===== config.mk =====
export PLATFORM = sky130hd
export DESIGN_NAME = mips_core
export DESIGN_NICKNAME = d
export VERILOG_FILES = /design/src/source/mips_pkg.sv /design/src/source/mips_fetch.sv /design/src/source/mips_decode.sv /design/src/source/mips_regfile.sv /design/src/source/mips_alu.sv /design/src/source/mips_core.sv
export VERILOG_INCLUDE_DIRS = /design/src /design/src/source
export SDC_FILE = /design/constraint.sdc
export NUM_CORES = 2
export LEC_CHECK = 0
export BUFFER_PORTS_ARGS = -buffer_cell sky130_fd_sc_hd__buf_2
export CAP_MARGIN = 20
export CORE_MARGIN = 4
export CORE_UTILIZATION = 45
export CTS_CLUSTER_DIAMETER = 50
export CTS_CLUSTER_SIZE = 20
export DETAILED_ROUTE_END_ITERATION = 10
export PLACE_DENSITY_LB_ADDON = 0.3
export SYNTH_ARGS = -nofsm -noshare
export SYNTH_HDL_FRONTEND = slang
export SYNTH_SLANG_ARGS = --single-unit
export TNS_END_PERCENT = 100

===== constraint.sdc =====
create_clock -name clk -period 8.7 [get_ports clk]
set_input_delay 1.305 -clock clk [delete_from_list [all_inputs] [get_ports clk]]
set_output_delay 1.305 -clock clk [all_outputs]
set_load 0.02 [all_outputs]

===== src/source/mips_config.svh =====
`ifndef MIPS_CONFIG_SVH
`define MIPS_CONFIG_SVH

// first word of the text segment, reset value of pc
`define MIPS_TEXT_START 32'h0040_0000

// datapath word width
`define MIPS_WORD_W 32

// register index width and register count
`define MIPS_REG_ADDR_W 5
`define MIPS_NUM_REGS 32

// word address width on the instruction and data ports
// byte address bits [1:0] are dropped
`define MIPS_IADDR_W 30

`endif


===== src/source/mips_pkg.sv =====
`default_nettype none

`include "mips_config.svh"

package mips_pkg;

   typedef logic [`MIPS_WORD_W-1:0] word_t;
   typedef logic [`MIPS_IADDR_W-1:0] waddr_t;
   typedef logic [`MIPS_REG_ADDR_W-1:0] reg_addr_t;

   // primary opcodes, inst[31:26]
   typedef enum logic [5:0] {
      OP_SPECIAL = 6'h00,
      OP_J       = 6'h02,
      OP_BEQ     = 6'h04,
      OP_BNE     = 6'h05,
      OP_BLEZ    = 6'h06,
      OP_BGTZ    = 6'h07,
      OP_ADDIU   = 6'h09,
      OP_SLTI    = 6'h0a,
      OP_ANDI    = 6'h0c,
      OP_ORI     = 6'h0d,
      OP_XORI    = 6'h0e,
      OP_LUI     = 6'h0f,
      OP_LW      = 6'h23,
      OP_SW      = 6'h2b
   } opcode_t;

   // r-type function codes, inst[5:0]
   typedef enum logic [5:0] {
      F_SLL     = 6'h00,
      F_SRL     = 6'h02,
      F_SRA     = 6'h03,
      F_JR      = 6'h08,
      F_SYSCALL = 6'h0c,
      F_ADD     = 6'h20,
      F_ADDU    = 6'h21,
      F_SUB     = 6'h22,
      F_SUBU    = 6'h23,
      F_AND     = 6'h24,
      F_OR      = 6'h25,
      F_XOR     = 6'h26,
      F_NOR     = 6'h27,
      F_SLT     = 6'h2a
   } funct_t;

   typedef enum logic [3:0] {
      ALU_ADD, ALU_SUB, ALU_AND, ALU_OR, ALU_XOR, ALU_NOR,
      ALU_SLT, ALU_SLL, ALU_SRL, ALU_SRA, ALU_LUI
   } alu_op_t;

   typedef enum logic [2:0] {BR_NONE, BR_EQ, BR_NE, BR_LEZ, BR_GTZ} br_cond_t;

   // source of the address loaded into next_pc
   typedef enum logic [1:0] {PC_SEQ, PC_BRANCH, PC_JUMP, PC_REG} pc_sel_t;

   typedef enum logic {WB_ALU, WB_MEM} wb_sel_t;

endpackage

`default_nettype wire


===== src/source/mips_fetch.sv =====
`timescale 1ns/1ps
`default_nettype none

`include "mips_config.svh"

module mips_fetch (
   input  wire                   clk,
   input  wire                   rst_b,
   input  wire                   stall,
   input  wire mips_pkg::pc_sel_t pc_sel,
   input  wire                   branch_taken,
   input  wire mips_pkg::word_t  offset,
   input  wire [25:0]            target,
   input  wire mips_pkg::word_t  rs_data,
   output mips_pkg::word_t       pc
);

   // address of the delay-slot instruction
   mips_pkg::word_t next_pc;
   mips_pkg::word_t seq_addr;
   mips_pkg::word_t new_addr;

   assign seq_addr = next_pc + 32'd4;

   // branch offset is relative to the delay slot
   always_comb
   begin
      case (pc_sel)
         mips_pkg::PC_BRANCH: new_addr = branch_taken ? next_pc + (offset << 2) : seq_addr;
         mips_pkg::PC_JUMP:   new_addr = {pc[31:28], target, 2'b00};
         mips_pkg::PC_REG:    new_addr = rs_data;
         default:             new_addr = seq_addr;
      endcase
   end

   // both counters freeze while halting
   always_ff @(posedge clk or negedge rst_b)
   begin
      if (!rst_b)
      begin
         pc      <= `MIPS_TEXT_START;
         next_pc <= `MIPS_TEXT_START + 32'd4;
      end
      else if (!stall)
      begin
         pc      <= next_pc;
         next_pc <= new_addr;
      end
   end

   // only jr can bring a misaligned address into the pc pair
   a_pc_aligned : assert property (@(posedge clk) disable iff (!rst_b)
      (pc[1:0] == 2'b00 && next_pc[1:0] == 2'b00 && pc_sel != mips_pkg::PC_REG)
      |=> (pc[1:0] == 2'b00 && next_pc[1:0] == 2'b00));

endmodule

`default_nettype wire


===== src/source/mips_decode.sv =====
`timescale 1ns/1ps
`default_nettype none

module mips_decode (
   input  wire                      clk,
   input  wire                      rst_b,
   input  wire mips_pkg::opcode_t   opcode,
   input  wire mips_pkg::funct_t    funct,
   input  wire mips_pkg::reg_addr_t rt,
   output mips_pkg::alu_op_t        alu_op,
   output mips_pkg::br_cond_t       br_cond,
   output mips_pkg::pc_sel_t        pc_sel,
   output mips_pkg::wb_sel_t        wb_sel,
   output logic                     reg_write,
   output logic                     reg_dst_rd,
   output logic                     alu_src_imm,
   output logic                     sign_ext,
   output logic                     mem_write,
   output logic                     syscall,
   output logic                     reserved
);

   always_comb
   begin
      // defaults describe a no-op that writes nothing
      alu_op      = mips_pkg::ALU_ADD;
      br_cond     = mips_pkg::BR_NONE;
      pc_sel      = mips_pkg::PC_SEQ;
      wb_sel      = mips_pkg::WB_ALU;
      reg_write   = 1'b0;
      reg_dst_rd  = 1'b0;
      alu_src_imm = 1'b0;
      sign_ext    = 1'b0;
      mem_write   = 1'b0;
      syscall     = 1'b0;
      reserved    = 1'b0;
      case (opcode)
         mips_pkg::OP_SPECIAL:
         begin
            // r-type writes rd unless turned off below
            reg_write  = 1'b1;
            reg_dst_rd = 1'b1;
            case (funct)
               mips_pkg::F_ADD, mips_pkg::F_ADDU: alu_op = mips_pkg::ALU_ADD;
               mips_pkg::F_SUB, mips_pkg::F_SUBU: alu_op = mips_pkg::ALU_SUB;
               mips_pkg::F_AND: alu_op = mips_pkg::ALU_AND;
               mips_pkg::F_OR:  alu_op = mips_pkg::ALU_OR;
               mips_pkg::F_XOR: alu_op = mips_pkg::ALU_XOR;
               mips_pkg::F_NOR: alu_op = mips_pkg::ALU_NOR;
               mips_pkg::F_SLT: alu_op = mips_pkg::ALU_SLT;
               mips_pkg::F_SLL: alu_op = mips_pkg::ALU_SLL;
               mips_pkg::F_SRL: alu_op = mips_pkg::ALU_SRL;
               mips_pkg::F_SRA: alu_op = mips_pkg::ALU_SRA;
               mips_pkg::F_JR:
               begin
                  reg_write = 1'b0;
                  pc_sel    = mips_pkg::PC_REG;
               end
               mips_pkg::F_SYSCALL:
               begin
                  reg_write = 1'b0;
                  syscall   = 1'b1;
               end
               default:
               begin
                  reg_write = 1'b0;
                  reserved  = 1'b1;
               end
            endcase
         end
         mips_pkg::OP_J: pc_sel = mips_pkg::PC_JUMP;
         mips_pkg::OP_BEQ, mips_pkg::OP_BNE:
         begin
            pc_sel  = mips_pkg::PC_BRANCH;
            br_cond = (opcode == mips_pkg::OP_BEQ) ? mips_pkg::BR_EQ : mips_pkg::BR_NE;
         end
         // blez and bgtz need rt of zero
         mips_pkg::OP_BLEZ, mips_pkg::OP_BGTZ:
         begin
            if (rt == '0)
            begin
               pc_sel  = mips_pkg::PC_BRANCH;
               br_cond = (opcode == mips_pkg::OP_BLEZ) ? mips_pkg::BR_LEZ : mips_pkg::BR_GTZ;
            end
            else
               reserved = 1'b1;
         end
         mips_pkg::OP_ADDIU, mips_pkg::OP_SLTI, mips_pkg::OP_LW:
         begin
            reg_write   = 1'b1;
            alu_src_imm = 1'b1;
            sign_ext    = 1'b1;
            if (opcode == mips_pkg::OP_SLTI)
               alu_op = mips_pkg::ALU_SLT;
            if (opcode == mips_pkg::OP_LW)
               wb_sel = mips_pkg::WB_MEM;
         end
         // logic immediates stay zero-extended
         mips_pkg::OP_ANDI, mips_pkg::OP_ORI, mips_pkg::OP_XORI, mips_pkg::OP_LUI:
         begin
            reg_write   = 1'b1;
            alu_src_imm = 1'b1;
            case (opcode)
               mips_pkg::OP_ANDI: alu_op = mips_pkg::ALU_AND;
               mips_pkg::OP_ORI:  alu_op = mips_pkg::ALU_OR;
               mips_pkg::OP_XORI: alu_op = mips_pkg::ALU_XOR;
               default:           alu_op = mips_pkg::ALU_LUI;
            endcase
         end
         mips_pkg::OP_SW:
         begin
            alu_src_imm = 1'b1;
            sign_ext    = 1'b1;
            mem_write   = 1'b1;
         end
         default: reserved = 1'b1;
      endcase
   end

   // a halting instruction writes nothing and raises only one cause
   a_halt_no_write : assert property (@(posedge clk) disable iff (!rst_b)
      (syscall || reserved) |-> !(reg_write || mem_write || (syscall && reserved)));

endmodule

`default_nettype wire


===== src/source/mips_regfile.sv =====
`timescale 1ns/1ps
`default_nettype none

`include "mips_config.svh"

module mips_regfile (
   input  wire                      clk,
   input  wire                      rst_b,
   input  wire mips_pkg::reg_addr_t rs_addr,
   input  wire mips_pkg::reg_addr_t rt_addr,
   input  wire mips_pkg::reg_addr_t wr_addr,
   input  wire mips_pkg::word_t     wr_data,
   input  wire                      wr_en,
   output mips_pkg::word_t          rs_data,
   output mips_pkg::word_t          rt_data
);

   mips_pkg::word_t regs [`MIPS_NUM_REGS];

   // reads are combinational, new value seen the cycle after the write
   assign rs_data = regs[rs_addr];
   assign rt_data = regs[rt_addr];

   // register zero never takes a write
   always_ff @(posedge clk or negedge rst_b)
   begin
      if (!rst_b)
         regs <= '{default: '0};
      else if (wr_en && wr_addr != '0)
         regs[wr_addr] <= wr_data;
   end

   a_zero_reg : assert property (@(posedge clk) disable iff (!rst_b)
      (rs_addr == '0) |-> (rs_data == '0));

endmodule

`default_nettype wire


===== src/source/mips_alu.sv =====
`timescale 1ns/1ps
`default_nettype none

module mips_alu (
   input  wire mips_pkg::word_t    op_a,
   input  wire mips_pkg::word_t    op_b,
   input  wire [4:0]               shamt,
   input  wire mips_pkg::alu_op_t  alu_op,
   input  wire mips_pkg::br_cond_t br_cond,
   output mips_pkg::word_t         result,
   output logic                    branch_taken
);

   // sign bit and zero test shared by blez and bgtz
   logic a_neg;
   logic a_zero;

   assign a_neg  = op_a[31];
   assign a_zero = (op_a == '0);

   always_comb
   begin
      case (alu_op)
         mips_pkg::ALU_ADD: result = op_a + op_b;
         mips_pkg::ALU_SUB: result = op_a - op_b;
         mips_pkg::ALU_AND: result = op_a & op_b;
         mips_pkg::ALU_OR:  result = op_a | op_b;
         mips_pkg::ALU_XOR: result = op_a ^ op_b;
         mips_pkg::ALU_NOR: result = ~(op_a | op_b);
         // signed compare, 0 or 1
         mips_pkg::ALU_SLT: result = mips_pkg::word_t'($signed(op_a) < $signed(op_b));
         // shifts act on rt by shamt
         mips_pkg::ALU_SLL: result = op_b << shamt;
         mips_pkg::ALU_SRL: result = op_b >> shamt;
         mips_pkg::ALU_SRA: result = $signed(op_b) >>> shamt;
         mips_pkg::ALU_LUI: result = {op_b[15:0], 16'h0000};
         default:           result = '0;
      endcase
   end

   // condition is separate from result so branches need no alu_op
   always_comb
   begin
      case (br_cond)
         mips_pkg::BR_EQ:  branch_taken = (op_a == op_b);
         mips_pkg::BR_NE:  branch_taken = (op_a != op_b);
         mips_pkg::BR_LEZ: branch_taken = a_neg || a_zero;
         mips_pkg::BR_GTZ: branch_taken = !a_neg && !a_zero;
         default:          branch_taken = 1'b0;
      endcase
   end

endmodule

`default_nettype wire


===== src/source/mips_core.sv =====
`timescale 1ns/1ps
`default_nettype none

module mips_core (
   input  wire             clk,
   input  wire             rst_b,
   input  wire mips_pkg::word_t inst,
   input  wire mips_pkg::word_t mem_rdata,
   output mips_pkg::waddr_t inst_addr,
   output mips_pkg::waddr_t mem_addr,
   output mips_pkg::word_t  mem_wdata,
   output logic             mem_we,
   output logic             halted
);

   // instruction fields
   mips_pkg::opcode_t   opcode;
   mips_pkg::funct_t    funct;
   mips_pkg::reg_addr_t rs;
   mips_pkg::reg_addr_t rt;
   mips_pkg::reg_addr_t rd;
   logic [4:0]          shamt;
   logic [15:0]         imm16;
   mips_pkg::word_t     imm_sext;
   mips_pkg::word_t     imm_ext;

   // control from the decoder
   mips_pkg::alu_op_t   alu_op;
   mips_pkg::br_cond_t  br_cond;
   mips_pkg::pc_sel_t   pc_sel;
   mips_pkg::wb_sel_t   wb_sel;
   logic reg_write;
   logic reg_dst_rd;
   logic alu_src_imm;
   logic sign_ext;
   logic mem_write;
   logic syscall;
   logic reserved;

   // datapath
   mips_pkg::word_t     pc;
   mips_pkg::word_t     rs_data;
   mips_pkg::word_t     rt_data;
   mips_pkg::word_t     op_b;
   mips_pkg::word_t     alu_result;
   mips_pkg::word_t     wb_data;
   mips_pkg::reg_addr_t wr_addr;
   logic branch_taken;
   logic stall;

   assign opcode = mips_pkg::opcode_t'(inst[31:26]);
   assign funct  = mips_pkg::funct_t'(inst[5:0]);
   assign rs     = inst[25:21];
   assign rt     = inst[20:16];
   assign rd     = inst[15:11];
   assign shamt  = inst[10:6];
   assign imm16  = inst[15:0];

   // branches always take the sign-extended offset
   assign imm_sext = {{16{imm16[15]}}, imm16};
   assign imm_ext  = sign_ext ? imm_sext : {16'h0000, imm16};

   assign wr_addr = reg_dst_rd ? rd : rt;
   assign op_b    = alu_src_imm ? imm_ext : rt_data;
   assign wb_data = (wb_sel == mips_pkg::WB_MEM) ? mem_rdata : alu_result;

   // the halting instruction itself and every cycle after it
   assign stall = syscall || reserved || halted;

   assign inst_addr = pc[31:2];
   assign mem_addr  = alu_result[31:2];
   assign mem_wdata = rt_data;
   // no store reaches memory while reset is held
   assign mem_we    = mem_write && !stall && rst_b;

   // sticky until reset
   always_ff @(posedge clk or negedge rst_b)
   begin
      if (!rst_b)
         halted <= 1'b0;
      else if (syscall || reserved)
         halted <= 1'b1;
   end

   mips_fetch u_fetch (
      .clk(clk), .rst_b(rst_b), .stall(stall), .pc_sel(pc_sel),
      .branch_taken(branch_taken), .offset(imm_sext), .target(inst[25:0]),
      .rs_data(rs_data), .pc(pc)
   );

   mips_decode u_decode (
      .clk(clk), .rst_b(rst_b), .opcode(opcode), .funct(funct), .rt(rt),
      .alu_op(alu_op), .br_cond(br_cond), .pc_sel(pc_sel), .wb_sel(wb_sel),
      .reg_write(reg_write), .reg_dst_rd(reg_dst_rd), .alu_src_imm(alu_src_imm),
      .sign_ext(sign_ext), .mem_write(mem_write), .syscall(syscall),
      .reserved(reserved)
   );

   mips_regfile u_regfile (
      .clk(clk), .rst_b(rst_b), .rs_addr(rs), .rt_addr(rt), .wr_addr(wr_addr),
      .wr_data(wb_data), .wr_en(reg_write && !stall), .rs_data(rs_data),
      .rt_data(rt_data)
   );

   mips_alu u_alu (
      .op_a(rs_data), .op_b(op_b), .shamt(shamt), .alu_op(alu_op),
      .br_cond(br_cond), .result(alu_result), .branch_taken(branch_taken)
   );

   // once halted, no store and the fetch address is frozen
   a_halt_quiet : assert property (@(posedge clk) disable iff (!rst_b)
      halted |-> (!mem_we && $stable(inst_addr)));

endmodule

`default_nettype wire


==> qor.txt <==
DRT Pass-1 Iters: 7
Total global routing overflow: 0
Layout cells sized above 1: 19.5%
Static Leak: 36.4 nW
Mapped cell area: 71,600 um2
Total die area: 166,000 um2
Worst-margin pin slew: 1.20 ns
I/O Pins: 160
Tot GR Track Use: 41.6%
Post-synth top area cell: dfrtp_1
Area Overhead vs Synth: 13.4%
Layout Cells excl Fill: 10,000
WL final: 351,000 um
Crit path launch: inst[16]
Seq/Total Area, Yosys: 37.9%
Die H: 407 um
WHS Path Cells: 0
Port Buffer Count: 159
Gpl congestion: 1.08
Post-DP HPWL: 249,000 um
Starting Density: 45.3%
Total number of vias: 68,000
Antenna violations before repair: 26
Pwr Total: 13.4 mW
Number of global-route vias before repair: 64,600
H-tree depth: 3
Global-route wire length before repair: 491,000 um
Status: completed
Max_cap viols: 0
Area of the core: 158,000 um2
PD cells: 165 nW/um2
Ys flop type: dfrtp_1
Setup violations, final: 0
Hold_sp: u_regfile.regs[1023]$_DFFE_PN0P_
Largest net degree at the start of global routing: 171
RSZ-0062 raised after global routing: false
CTS sink count: 1,085
Seq cells post-synth: 1,085
Peak VDD IR: 168 uV
CTS Buffer Depth: 3
Final Max Tran Viols: 0
Synth cell count leaders: nand2_1, dfrtp_1, o21ai_0
Top-count cell post-synth: nand2_1
Tcrit/Tclk final: 98.8%
Num CTS Buffers: 110
Worst-path maximum fanout: 30
Register Area: 27,200 um2
Yosys cell types: 128
Drt via density: 6.80
Critical Path RT: 7.39 ns
Rows: 146
Drt initial violations: 9,446
Placed Cells: 9,784
Synth Warn #: 0
Yosys top cell area share: 37.8%
Reg-to-reg critical path endpoint: u_regfile.regs[960]$_DFFE_PN0P_
Routed Antenna Nets: 0
Fin crit period: 8.60 ns
Filler instances: 14,400
Clk_skew: 0.0862 ns
Async SR Flop Fraction: 100%
Post-Syn Nets: 7,880
R2R Setup Slk: 2.29 ns
CP arrival: 7.29 ns
R2R Path Start: u_regfile.regs[352]$_DFFE_PN0P_
Clock-pin slew on the worst setup and hold paths: 0.06 ns
Worst Setup End Kind: output pin
Root Buffer: clkbuf_16
Die Wd: 407 um
Utilization after layout: 51.3%
# hold bufs at CTS: 0
Post-Synthesis Cells: 7,677
Setup CP Type: primary input to output pin
EDFF count, synth: 0
TritonCTS clock tree: done
Startpoint Class: primary input
Average cell area after synthesis: 9.33 um2
Worst skew pair latency: 0.77 ns
Reg2reg path depth: 25
Hold Crit Class: register to register
Final Hold Fails: 0
# DRC: 0
Post-Route Setup TNS: 0 ns
Critical path destination: mem_addr[24]
Worst-case hold slack: 0.398 ns
DR WL/cell: 35.1 um
Top post-synthesis cells by area: dfrtp_1, mux4_2, mux2i_1
Multi-input combinational cell area: 40,800 um2
Slew headroom: 19.4%
Fin nets: 8,031
Fmax: 116 MHz
what timing repair did:
action,in CTS,in global routing
setup buffers,0,0
gates resized for setup,1,6
endpoints found under the setup margin,1,2
routing by layer:
metal	vias to the layer above	global-route usage, %	share of wire (%)	routed length [um]
met5	-	0	0.027	96
met4	12	32.0	9.5	33300
met3	1174	10.7	11	38000
met2	4458	61.0	42	149000
met1	33700	52.7	37	131000
li1	28600	-	-	-
how the worst min path moves through the flow:
stage                                       end  slack [ns]
3_5_place_dp   u_regfile.regs[1023]$_DFFE_PN0P_        0.39
2_1_floorplan  u_regfile.regs[1003]$_DFFE_PN0P_        0.44
6_report       u_regfile.regs[1023]$_DFFE_PN0P_        0.40
3_3_place_gp   u_regfile.regs[1020]$_DFFE_PN0P_        0.38
4_1_cts        u_regfile.regs[1023]$_DFFE_PN0P_        0.40
5_1_grt        u_regfile.regs[1015]$_DFFE_PN0P_        0.41
report_power, final:
group	internal [mW]	switching, mW	leakage [nW]	total [mW]
registers	5.06	0.0277	15.1	5.09
logic	0.939	2.17	19.3	3.11
clock network	2.77	2.41	1.90	5.18
metrics by stage:
stage	instance area, um2	worst slack (ns)
3_5_place_dp	77100	0.00755
3_3_place_gp	77100	-0.0317
4_1_cts	81000	0.116
2_1_floorplan	71600	1.09
6_report	81200	0.102
5_1_grt	81100	0.000159
flip-flops by register name, indices dropped and copies added (netlist names):
register / cells
u_regfile.regs: 1024
u_fetch.next_pc: 30
u_fetch.pc: 30
halted: 1
worst max-delay path, cell delays in order:
cell and delay [ns]:
buf_8 0.30, buf_4 0.30, buf_4 0.22, mux4_2 0.51, nor3b_4 0.18, o41ai_4 0.71, inv_2 0.19, ha_1 0.29
o21ba_2 0.23, o21ai_0 0.11, a221o_1 0.38, a2111oi_1 0.41, buf_4 0.22, o31ai_1 0.16, o21a_1 0.28, or4_1 0.40
o21ai_0 0.12, mux2i_1 0.20, or3_1 0.49, buf_2 0.20
kinds of logic after synthesis:
logic type	Yosys count	synth area share [%]
and+or+nand+nor	2227	13.6
buffers and inverters	867	5.93
adders and majority gates	137	2.43
DFF	1085	37.9
AOI/OAI and AO/OA	2363	20.8
xor gates and xnor gates	66	0.807
muxes	932	18.5
cells in the final DEF, fill, tap and decap left out, drive strengths merged, types with 56 or more instances in the layout:
cell type	n
o22ai	113
nand3	126
a211oi	60
a221oi	58
nand2	1376
mux2i	578
o21ai	1177
a21oi	238
buf	769
clkbuf	130
nor3	80
ha	134
mux2	56
nor2	290
inv	165
dfrtp	1082
a31oi	70
mux4	298
a22oi	202
cell type report:
type / count / area share (%)
Multi-Input combinational cell: 5725 / 50.2
Timing Repair Buffer: 771 / 7.58
Sequential cell: 1085 / 33.5
Inverter: 135 / 0.626
Tap cell: 2072 / 3.19
Clock inverter: 81 / 1.25
Clock buffer: 128 / 3.61
Antenna cell: 10 / 0.0308
No activity file was read; power rests on OpenSTA's default activity.
